File: src/verilog/rgb_spi_macros.svh
`ifndef RGB_SPI_MACROS_SVH
`define RGB_SPI_MACROS_SVH

// Flops in every clock domain crossing
`define RGB_SPI_SYNC_STAGES 2

// Longest command kept, opcode byte included
`define RGB_SPI_CMD_BYTES 7

// Reply length shifted out on miso
`define RGB_SPI_REPLY_BYTES 6

// Write opcodes
`define RGB_SPI_OP_WRITE_ROTATION 8'h01
`define RGB_SPI_OP_WRITE_CONFIG   8'h02
`define RGB_SPI_OP_WRITE_ENABLE   8'h03

// Read request opcodes, answered in the next transaction
`define RGB_SPI_OP_READ_DEBUG     8'h10
`define RGB_SPI_OP_READ_CONFIG    8'h11
`define RGB_SPI_OP_READ_ROTATION  8'h12

`endif

File: src/verilog/rgb_pkg.sv
package rgb_pkg;

    // One pixel of the parallel RGB bus
    // Red in the top byte, blue in the bottom byte
    typedef logic [23:0] pixel_t;

    // Readback word for the host
    // Top byte reserved, low 24 bits hold a captured pixel
    typedef logic [31:0] debug_word_t;

endpackage

File: src/verilog/spi_pkg.sv
`include "rgb_spi_macros.svh"

package spi_pkg;

    // Received command, first byte in the top 8 bits
    typedef logic [`RGB_SPI_CMD_BYTES*8-1:0] cmd_buf_t;

    // Number of whole bytes in a command
    typedef logic [2:0] byte_count_t;

    // Reply register, MSB goes out first
    typedef logic [`RGB_SPI_REPLY_BYTES*8-1:0] reply_t;

    // Payloads held by the decoder
    typedef logic [47:0] config_t;
    typedef logic [15:0] rotation_t;

    // Opcodes, first byte of every command
    typedef enum logic [7:0] {
        WRITE_ROTATION = `RGB_SPI_OP_WRITE_ROTATION,
        WRITE_CONFIG   = `RGB_SPI_OP_WRITE_CONFIG,
        WRITE_ENABLE   = `RGB_SPI_OP_WRITE_ENABLE,
        READ_DEBUG     = `RGB_SPI_OP_READ_DEBUG,
        READ_CONFIG    = `RGB_SPI_OP_READ_CONFIG,
        READ_ROTATION  = `RGB_SPI_OP_READ_ROTATION
    } spi_opcode_t;

    // Slave interface FSM
    typedef enum logic {IDLE, SHIFT} spi_state_t;

endpackage

File: src/verilog/rgb_first_pixel.sv
`timescale 1ns/100ps

module rgb_first_pixel (
    input  logic                 clk,
    input  logic                 nrst,
    input  logic                 rgb_hsync,
    input  logic                 rgb_vsync,
    input  logic                 rgb_enable,
    input  rgb_pkg::pixel_t      rgb_d,
    output rgb_pkg::debug_word_t debug_data
);

    // Video signals in clk
    logic            hsync;
    logic            vsync;
    rgb_pkg::pixel_t pixel;
    logic            last_hsync;
    logic            last_vsync;
    // Frame start seen while enabled
    logic            frame_start;
    // Pixel aligned with frame_start
    rgb_pkg::pixel_t pixel_d;

    sync_sig #(.SIZE(1)) sync_hsync_i (.clk(clk), .nrst(nrst), .in_sig(rgb_hsync), .out_sig(hsync));
    sync_sig #(.SIZE(1)) sync_vsync_i (.clk(clk), .nrst(nrst), .in_sig(rgb_vsync), .out_sig(vsync));
    sync_sig #(.SIZE(24)) sync_data_i (.clk(clk), .nrst(nrst), .in_sig(rgb_d), .out_sig(pixel));

    always_ff @(posedge clk or negedge nrst) begin
        if (!nrst) begin
            last_hsync  <= 1'b0;
            last_vsync  <= 1'b0;
            frame_start <= 1'b0;
            debug_data  <= '0;
        end else begin
            last_hsync <= hsync;
            last_vsync <= vsync;
            // Both syncs rising together marks the first pixel
            frame_start <= hsync & ~last_hsync & vsync & ~last_vsync & rgb_enable;
            if (frame_start) begin
                debug_data <= {8'h00, pixel_d};
            end
        end
    end

    always_ff @(posedge clk or negedge nrst) begin
        if (!nrst) begin
            pixel_d <= '0;
        end else begin
            pixel_d <= pixel;
        end
    end

endmodule

File: src/verilog/rgb_spi_top.sv
`timescale 1ns/100ps

module rgb_spi_top (
    input  logic               clk,
    input  logic               nrst,
    input  logic               rgb_hsync,
    input  logic               rgb_vsync,
    input  rgb_pkg::pixel_t    rgb_d,
    input  logic               som_sclk,
    input  logic               som_cs,
    input  logic               som_mosi,
    output logic               som_miso,
    output spi_pkg::rotation_t rotation_data,
    output spi_pkg::config_t   driver_conf,
    output logic               driver_new_conf_available,
    output logic               rgb_enable
);

    // Interface to decoder
    spi_pkg::cmd_buf_t    cmd_read;
    spi_pkg::byte_count_t cmd_len_bytes;
    spi_pkg::reply_t      cmd_write;
    logic                 cmd_valid;

    // Capture readback
    rgb_pkg::debug_word_t debug_data;

    spi_iff spi_iff_i (
        .clk           (clk),
        .nrst          (nrst),
        .spi_clk       (som_sclk),
        .spi_ss        (som_cs),
        .spi_mosi      (som_mosi),
        .spi_miso      (som_miso),
        .cmd_read      (cmd_read),
        .cmd_len_bytes (cmd_len_bytes),
        .cmd_write     (cmd_write),
        .valid         (cmd_valid)
    );

    spi_decoder spi_decoder_i (
        .clk                  (clk),
        .nrst                 (nrst),
        .valid                (cmd_valid),
        .cmd_read             (cmd_read),
        .cmd_len_bytes        (cmd_len_bytes),
        .cmd_write            (cmd_write),
        .rotation_data        (rotation_data),
        .configuration        (driver_conf),
        .new_config_available (driver_new_conf_available),
        .rgb_enable           (rgb_enable),
        .debug_data           (debug_data)
    );

    // First pixel of each frame into the debug word
    rgb_first_pixel rgb_first_pixel_i (
        .clk        (clk),
        .nrst       (nrst),
        .rgb_hsync  (rgb_hsync),
        .rgb_vsync  (rgb_vsync),
        .rgb_enable (rgb_enable),
        .rgb_d      (rgb_d),
        .debug_data (debug_data)
    );

endmodule

File: src/verilog/spi_decoder.sv
`timescale 1ns/100ps

module spi_decoder (
    input  logic                  clk,
    input  logic                  nrst,
    input  logic                  valid,
    input  spi_pkg::cmd_buf_t     cmd_read,
    input  spi_pkg::byte_count_t  cmd_len_bytes,
    output spi_pkg::reply_t       cmd_write,
    output spi_pkg::rotation_t    rotation_data,
    output spi_pkg::config_t      configuration,
    output logic                  new_config_available,
    output logic                  rgb_enable,
    input  rgb_pkg::debug_word_t  debug_data
);

    // Command lengths, opcode byte included
    localparam spi_pkg::byte_count_t LEN_ROTATION = 3'd3;
    localparam spi_pkg::byte_count_t LEN_CONFIG   = 3'd7;
    localparam spi_pkg::byte_count_t LEN_ENABLE   = 3'd2;
    localparam spi_pkg::byte_count_t LEN_READ     = 3'd1;

    localparam int CMD_MSB = $bits(spi_pkg::cmd_buf_t) - 1;

    spi_pkg::spi_opcode_t opcode;

    // Opcode is always the first byte
    assign opcode = spi_pkg::spi_opcode_t'(cmd_read[CMD_MSB -: 8]);

    always_ff @(posedge clk or negedge nrst) begin
        if (!nrst) begin
            cmd_write            <= '0;
            rotation_data        <= '0;
            configuration        <= '0;
            new_config_available <= 1'b0;
            rgb_enable           <= 1'b0;
        end else begin
            // Strobe lasts one cycle
            new_config_available <= 1'b0;
            if (valid) begin
                case (opcode)
                    spi_pkg::WRITE_ROTATION: begin
                        if (cmd_len_bytes == LEN_ROTATION) begin
                            rotation_data <= cmd_read[CMD_MSB-8 -: 16];
                        end
                    end
                    spi_pkg::WRITE_CONFIG: begin
                        if (cmd_len_bytes == LEN_CONFIG) begin
                            configuration        <= cmd_read[CMD_MSB-8 -: 48];
                            new_config_available <= 1'b1;
                        end
                    end
                    spi_pkg::WRITE_ENABLE: begin
                        // Only bit 0 of the data byte matters
                        if (cmd_len_bytes == LEN_ENABLE) begin
                            rgb_enable <= cmd_read[CMD_MSB-15];
                        end
                    end
                    spi_pkg::READ_DEBUG: begin
                        if (cmd_len_bytes == LEN_READ) begin
                            cmd_write <= {debug_data, 16'h0000};
                        end
                    end
                    spi_pkg::READ_CONFIG: begin
                        if (cmd_len_bytes == LEN_READ) begin
                            cmd_write <= configuration;
                        end
                    end
                    spi_pkg::READ_ROTATION: begin
                        if (cmd_len_bytes == LEN_READ) begin
                            cmd_write <= {rotation_data, 32'h0000_0000};
                        end
                    end
                    // Unknown opcode clears the pending reply
                    default: cmd_write <= '0;
                endcase
            end
        end
    end

    a_conf_pulse: assert property (@(posedge clk) disable iff (!nrst)
        new_config_available |=> !new_config_available);

endmodule

File: src/verilog/spi_iff.sv
`timescale 1ns/100ps
`include "rgb_spi_macros.svh"

module spi_iff (
    input  logic                 clk,
    input  logic                 nrst,
    input  logic                 spi_clk,
    input  logic                 spi_ss,
    input  logic                 spi_mosi,
    output logic                 spi_miso,
    output spi_pkg::cmd_buf_t    cmd_read,
    output spi_pkg::byte_count_t cmd_len_bytes,
    input  spi_pkg::reply_t      cmd_write,
    output logic                 valid
);

    // Index of the top byte slot in the command buffer
    localparam int CMD_TOP = `RGB_SPI_CMD_BYTES - 1;
    localparam int REPLY_MSB = $bits(spi_pkg::reply_t) - 1;

    // SPI pins brought into clk
    logic sclk_s;
    logic ss_s;
    logic mosi_s;
    logic sclk_prev;
    logic ss_prev;
    logic sclk_rise;
    logic sclk_fall;
    logic ss_rise;
    logic ss_fall;

    spi_pkg::spi_state_t  state;
    spi_pkg::cmd_buf_t    cmd_buf;
    spi_pkg::byte_count_t byte_cnt;
    spi_pkg::reply_t      reply_sr;
    logic [2:0]           bit_cnt;
    logic [6:0]           rx_bits;
    // Delay from end of transaction to valid
    logic [2:0]           end_pipe;

    sync_sig #(.SIZE(1)) sync_sclk_i (.clk(clk), .nrst(nrst), .in_sig(spi_clk), .out_sig(sclk_s));
    sync_sig #(.SIZE(1)) sync_ss_i (.clk(clk), .nrst(nrst), .in_sig(spi_ss), .out_sig(ss_s));
    sync_sig #(.SIZE(1)) sync_mosi_i (.clk(clk), .nrst(nrst), .in_sig(spi_mosi), .out_sig(mosi_s));

    // Edge detection on the oversampled pins
    always_ff @(posedge clk or negedge nrst) begin
        if (!nrst) begin
            sclk_prev <= 1'b0;
            ss_prev   <= 1'b0;
        end else begin
            sclk_prev <= sclk_s;
            ss_prev   <= ss_s;
        end
    end

    assign sclk_rise = sclk_s & ~sclk_prev;
    assign sclk_fall = ~sclk_s & sclk_prev;
    assign ss_rise   = ss_s & ~ss_prev;
    assign ss_fall   = ~ss_s & ss_prev;

    always_ff @(posedge clk or negedge nrst) begin
        if (!nrst) begin
            state    <= spi_pkg::IDLE;
            cmd_buf  <= '0;
            byte_cnt <= '0;
            bit_cnt  <= '0;
            rx_bits  <= '0;
            reply_sr <= '0;
            end_pipe <= '0;
        end else begin
            end_pipe <= {end_pipe[1:0], 1'b0};
            case (state)
                spi_pkg::IDLE: begin
                    // Chip select asserted, take the pending reply
                    if (ss_fall) begin
                        state    <= spi_pkg::SHIFT;
                        reply_sr <= cmd_write;
                        cmd_buf  <= '0;
                        byte_cnt <= '0;
                        bit_cnt  <= '0;
                    end
                end
                spi_pkg::SHIFT: begin
                    if (ss_rise) begin
                        state       <= spi_pkg::IDLE;
                        end_pipe[0] <= 1'b1;
                    end else begin
                        // Mode 0, mosi sampled on rising sclk
                        if (sclk_rise) begin
                            rx_bits <= {rx_bits[5:0], mosi_s};
                            bit_cnt <= bit_cnt + 3'd1;
                            // Whole byte, store it unless the buffer is full
                            if (bit_cnt == 3'd7 && int'(byte_cnt) < `RGB_SPI_CMD_BYTES) begin
                                cmd_buf[(CMD_TOP - int'(byte_cnt))*8 +: 8] <= {rx_bits, mosi_s};
                                byte_cnt <= byte_cnt + 3'd1;
                            end
                        end
                        // Next reply bit after falling sclk
                        if (sclk_fall) begin
                            reply_sr <= {reply_sr[REPLY_MSB-1:0], 1'b0};
                        end
                    end
                end
                default: state <= spi_pkg::IDLE;
            endcase
        end
    end

    // Command outputs hold until the next transaction ends
    always_ff @(posedge clk or negedge nrst) begin
        if (!nrst) begin
            valid         <= 1'b0;
            cmd_read      <= '0;
            cmd_len_bytes <= '0;
        end else begin
            valid <= end_pipe[2];
            if (end_pipe[2]) begin
                cmd_read      <= cmd_buf;
                cmd_len_bytes <= byte_cnt;
            end
        end
    end

    // Reply MSB drives miso only while selected
    assign spi_miso = (state == spi_pkg::SHIFT) && reply_sr[REPLY_MSB];

    a_valid_idle: assert property (@(posedge clk) disable iff (!nrst)
        valid |-> state == spi_pkg::IDLE);

    // Byte count sticks at a full buffer for the rest of the transaction
    a_len_max: assert property (@(posedge clk) disable iff (!nrst)
        (state == spi_pkg::SHIFT && int'(byte_cnt) == `RGB_SPI_CMD_BYTES)
        |=> int'(byte_cnt) == `RGB_SPI_CMD_BYTES);

endmodule

File: src/verilog/sync_sig.sv
`timescale 1ns/100ps
`include "rgb_spi_macros.svh"

module sync_sig #(
    parameter int SIZE = 1
) (
    input  logic            clk,
    input  logic            nrst,
    input  logic [SIZE-1:0] in_sig,
    output logic [SIZE-1:0] out_sig
);

    // Flop chain, stage 0 takes the asynchronous input
    logic [SIZE-1:0] stage [`RGB_SPI_SYNC_STAGES];

    always_ff @(posedge clk or negedge nrst) begin
        if (!nrst) begin
            for (int i = 0; i < `RGB_SPI_SYNC_STAGES; i++) begin
                stage[i] <= '0;
            end
        end else begin
            stage[0] <= in_sig;
            for (int i = 1; i < `RGB_SPI_SYNC_STAGES; i++) begin
                stage[i] <= stage[i-1];
            end
        end
    end

    // Last stage is safe to use in clk
    assign out_sig = stage[`RGB_SPI_SYNC_STAGES-1];

endmodule
File: config.mk
export PLATFORM = sky130hd
export DESIGN_NAME = rgb_spi_top
export DESIGN_NICKNAME = d
export VERILOG_FILES = /design/src/verilog/rgb_pkg.sv /design/src/verilog/spi_pkg.sv /design/src/verilog/rgb_first_pixel.sv /design/src/verilog/rgb_spi_top.sv /design/src/verilog/spi_decoder.sv /design/src/verilog/spi_iff.sv /design/src/verilog/sync_sig.sv
export VERILOG_INCLUDE_DIRS = /design/src /design/src/verilog
export SDC_FILE = /design/constraint.sdc
export NUM_CORES = 1
export LEC_CHECK = 0
export ABC_CLOCK_PERIOD_IN_PS = 3200
export BUFFER_PORTS_ARGS = -buffer_cell sky130_fd_sc_hd__buf_2
export CAP_MARGIN = 20
export CORE_ASPECT_RATIO = 0.7
export CORE_MARGIN = 10
export CORE_UTILIZATION = 30
export DETAILED_ROUTE_END_ITERATION = 10
export PLACE_DENSITY = 0.54
export SYNTH_ARGS = -nofsm -noshare
export SYNTH_HDL_FRONTEND = slang
export SYNTH_HIERARCHICAL = 1
export SYNTH_SLANG_ARGS = --single-unit
export TNS_END_PERCENT = 1
File: constraint.sdc
create_clock -name clk -period 3.2 [get_ports clk]
set_input_delay 0.16 -clock clk [delete_from_list [all_inputs] [get_ports clk]]
set_output_delay 0.16 -clock clk [all_outputs]
set_load 0.05 [all_outputs]
==> summary.txt <==
Placed design
  – # port buffers: 97
  – Placed Instance Area: 0.0173 mm2
  – Hpwl dp: 22900 um
  – Pre-CTS setup slack: -112 ps
  – Routability cong.: 0.809
  – Cells after DPL: 1837

Global route
  – Global Route Usage Sum: 11.1%
  – First-pass GRT wire length: 55800 um
  – Largest net degree at the start of global routing: 85
  – Number of global-route vias before repair: 9416
  – Antenna violations before repair: 0
  – Grt total ovfl: 0

Timing
  – Hold slack: 216 ps
  – RSZ-0062 raised after global routing: true
  – Final hold vios: 0
  – Maximum clock frequency: 321 MHz
  – Setup Viol. Count Final: 0
  – Final Critical Period: 3110 ps
  – Relative slew slack: 37.6%
  – Slew Limit Fails: 0
  – Slew @ Worst Pin: 936 ps
  – Final setup skew: 22.9 ps
  – Crit share post-route: 97.2%
  – Final setup margin: 89.5 ps
  – Setup_tns: 0 ps

CTS
  – CTS H-tree depth: 2
  – Clock sinks: 406
  – CTS buffer count: 40
  – Worst-path clk slew: 60 ps
  – Root buffer cell: clkbuf_16
  – CTS tree: done
  – Clock Path Buffers: 3
  – Clock Latency Late Sink: 540 ps

Power
  – Overall Power: 10.8 mW
  – Leakage power: 9.19 nW
  – Pwr per Cell Area: 567 mW/mm2
  – VDD IR max: 0.369 mV

Synth
  – Cell Area, Synth: 0.0161 mm2
  – Post-synth EDFFs: 0
  – Avg Cell Area, Syn: 15.0 um2
  – Synth cell types: 64
  – Most used DFF post-synth: dfrtp_1
  – Sequential fraction of the synthesis area: 63.2%
  – FF+latch count, synth: 406
  – Post-Synthesis Cells: 1068
  – Async SR Flop Fraction: 100%
  – Synth warnings: 6

Drt
  – Iteration count of the initial detailed-routing pass: 5
  – Post-DR wirelength/cell: 18.0 um
  – Overall routed net length: 34900 um
  – Met3 wire length: 2010 um
  – Initial DRC Count: 662
  – Post-Route M1 WL: 17200 um
  – DR vias/cell: 4.58
  – DRC viols: 0
  – Metal2 WL: 15300 um
  – ANT nets after route: 0
  – Vias: 8868
  – DR top layer: met4

Finish
  – Number of diodes: 0
  – Most frequent cells in the layout: dfrtp_1, mux2_2, buf_2, a22o_1, clkbuf_16
  – Finished Layout Cells: 1938
  – Fraction of layout cells with a size suffix above 1: 39.9%
  – Fin util: 36.3%
  – Layout Nets: 1233
  – Layout area overhead: 18.8%
  – Commonest non-fill, non-tap cell in the layout: dfrtp_1
  – Fin area: 0.0191 mm2

Critical path
  – Setup crit start: spi_iff_i/byte_cnt[0]
  – Worst Path Buf+Inv: 2
  – Worst path max stage delay: 630 ps
  – Setup crit end kind: flop
  – CP cell instances: ha_1 > xor2_2 > nand3_1 > inv_1 > ha_1 > or4b_4 > o41ai_1 > nand3_1 > buf_4 > a22o_1
  – Reg-to-reg startpoint: spi_iff_i/byte_cnt[0]
  – Critical-path top delay cell: or4b_4
  – CP Max Fanout: 10
  – CP required: 3620 ps
  – Family with the most delay on the worst path: simple AND/OR/NAND/NOR gates
  – Path type of the worst setup path: reg2reg
  – Crit path arrival time: 3530 ps
  – Crit path launch type: flop

Floorplanning
  – Core area: 0.0526 mm2
  – Die outline area: 0.0634 mm2
  – Die Ht: 214 um
  – Die X: 297 um
  – Starting Density: 30.5%
  – IO Pins: 98
  – Num rows: 70

Worst hold path
  – Hold crit path type: in2async

Outcome
  – Status: finished, final reports clean

Run
  – Max-cap viol count: 0
[kinds of logic after synthesis]
| group | Yosys count | share of synthesized area, % |
|---|---|---|
| DFF | 406 | 63.2 |
| muxes | 281 | 19.9 |
| AOI/OAI and AO/OA | 144 | 7.44 |
| and+or+nand+nor | 122 | 4.73 |
| buffers and inverters | 102 | 3.64 |
| adders and majority gates | 9 | 0.685 |
| xor gates and xnor gates | 3 | 0.350 |
| other | 1 | 0.0233 |
[synth_stat cells, types with 2 or more instances]
| library cell | n | area share [%] |
|---|---|---|
| nand2_1 | 38 | 0.89 |
| a22o_1 | 72 | 3.9 |
| nand4_1 | 2 | 0.078 |
| nor4_2 | 2 | 0.16 |
| a221o_1 | 16 | 1.0 |
| buf_6 | 3 | 0.21 |
| and3_1 | 2 | 0.078 |
| buf_4 | 35 | 1.6 |
| ha_1 | 8 | 0.62 |
| nor3_1 | 3 | 0.093 |
| o2bb2ai_1 | 18 | 0.98 |
| mux2i_1 | 32 | 2.0 |
| o41ai_1 | 5 | 0.27 |
| nand3_1 | 10 | 0.31 |
| and2_1 | 2 | 0.078 |
| and4_1 | 2 | 0.11 |
| buf_12 | 2 | 0.25 |
| mux2_4 | 20 | 1.9 |
| nor2_1 | 23 | 0.54 |
| mux2_2 | 229 | 16 |
| nand2b_1 | 7 | 0.27 |
| inv_1 | 8 | 0.19 |
| nor2b_1 | 3 | 0.12 |
| or4_4 | 3 | 0.21 |
| a21oi_1 | 3 | 0.093 |
| buf_1 | 16 | 0.37 |
| nor3_4 | 3 | 0.30 |
| clkbuf_1 | 25 | 0.58 |
| dfrtp_1 | 406 | 63 |
| nand4b_1 | 5 | 0.27 |
| nor4_4 | 4 | 0.53 |
| buf_2 | 13 | 0.40 |
| o21ai_0 | 17 | 0.53 |
[metal layers]
layer / track usage [%] / vias up
met4: 2.16 / 0
met3: 2.74 / 56
li1: - / 4097
met5: 0 / -
met1: 16.1 / 4536
met2: 16.4 / 179
[state kept, by name, summed over array words and instances, names as in the netlist, 3 cells and up]
name,flops
spi_iff_i/cmd_len_bytes,3
rgb_first_pixel_i/sync_data_i/out_sig,24
spi_iff_i/end_pipe,3
spi_iff_i/byte_cnt,3
spi_iff_i/reply_sr,48
rgb_first_pixel_i/sync_data_i/stage,24
spi_iff_i/bit_cnt,3
spi_iff_i/cmd_buf,56
rgb_first_pixel_i/debug_data,24
spi_decoder_i/configuration,48
spi_iff_i/cmd_read,56
spi_decoder_i/cmd_write,48
spi_decoder_i/rotation_data,16
rgb_first_pixel_i/pixel_d,24
spi_iff_i/rx_bits,7
[path summary, 6_finish.rpt]
| path | endpoint | slack, ps | cells after the start |
|---|---|---|---|
| max | spi_iff_i/cmd_buf[44] | 90 | 10 |
| min | spi_decoder_i/configuration[44] | 220 | 2 |
| max reg2reg | spi_iff_i/cmd_buf[44] | 90 | 10 |
| min reg2reg | rgb_first_pixel_i/pixel_d[2] | 350 | 0 |
| max in group asynchronous | spi_iff_i/reply_sr[14] | 1990 | 3 |
| min in group clk | rgb_first_pixel_i/sync_data_i/stage[31] | 260 | 2 |
[final cells by class]
type / count / area [um2]
sequential: 406 / 10200
multi-input combinational: 567 / 5440
clock buffer: 56 / 1200
clock inverter: 10 / 186
tap: 720 / 901
fill: 5010 / 33500
timing repair buffer: 171 / 1170
inverter: 8 / 30.0
[worst register-to-register path: cells and delay by family, from the launching register on]
kind                       cells  cell delay, ps
and+or+nand+nor                3             910
AOI/OAI and AO/OA              2             650
xor gates and xnor gates       1             170
DFF                            1             440
buffers and inverters          2             270
adders and majority gates      2             550
[power breakdown]
| part | switching [mW] | internal (mW) |
|---|---|---|
| Clock | 1.94 | 3.01 |
| Sequential | 0.231 | 5.23 |
| Combinational | 0.245 | 0.160 |
[timing repair]
action                                  4_1_cts  5_1_grt
hold buffers                                 30        0
buffers inserted                              3        2
gates cloned                                  0        0
resized for setup                             1        9
pin swaps                                     4        4
endpoints found under the setup margin       48       56
endpoints found under the hold margin       106        0
Power figures use the tool's default switching activity.
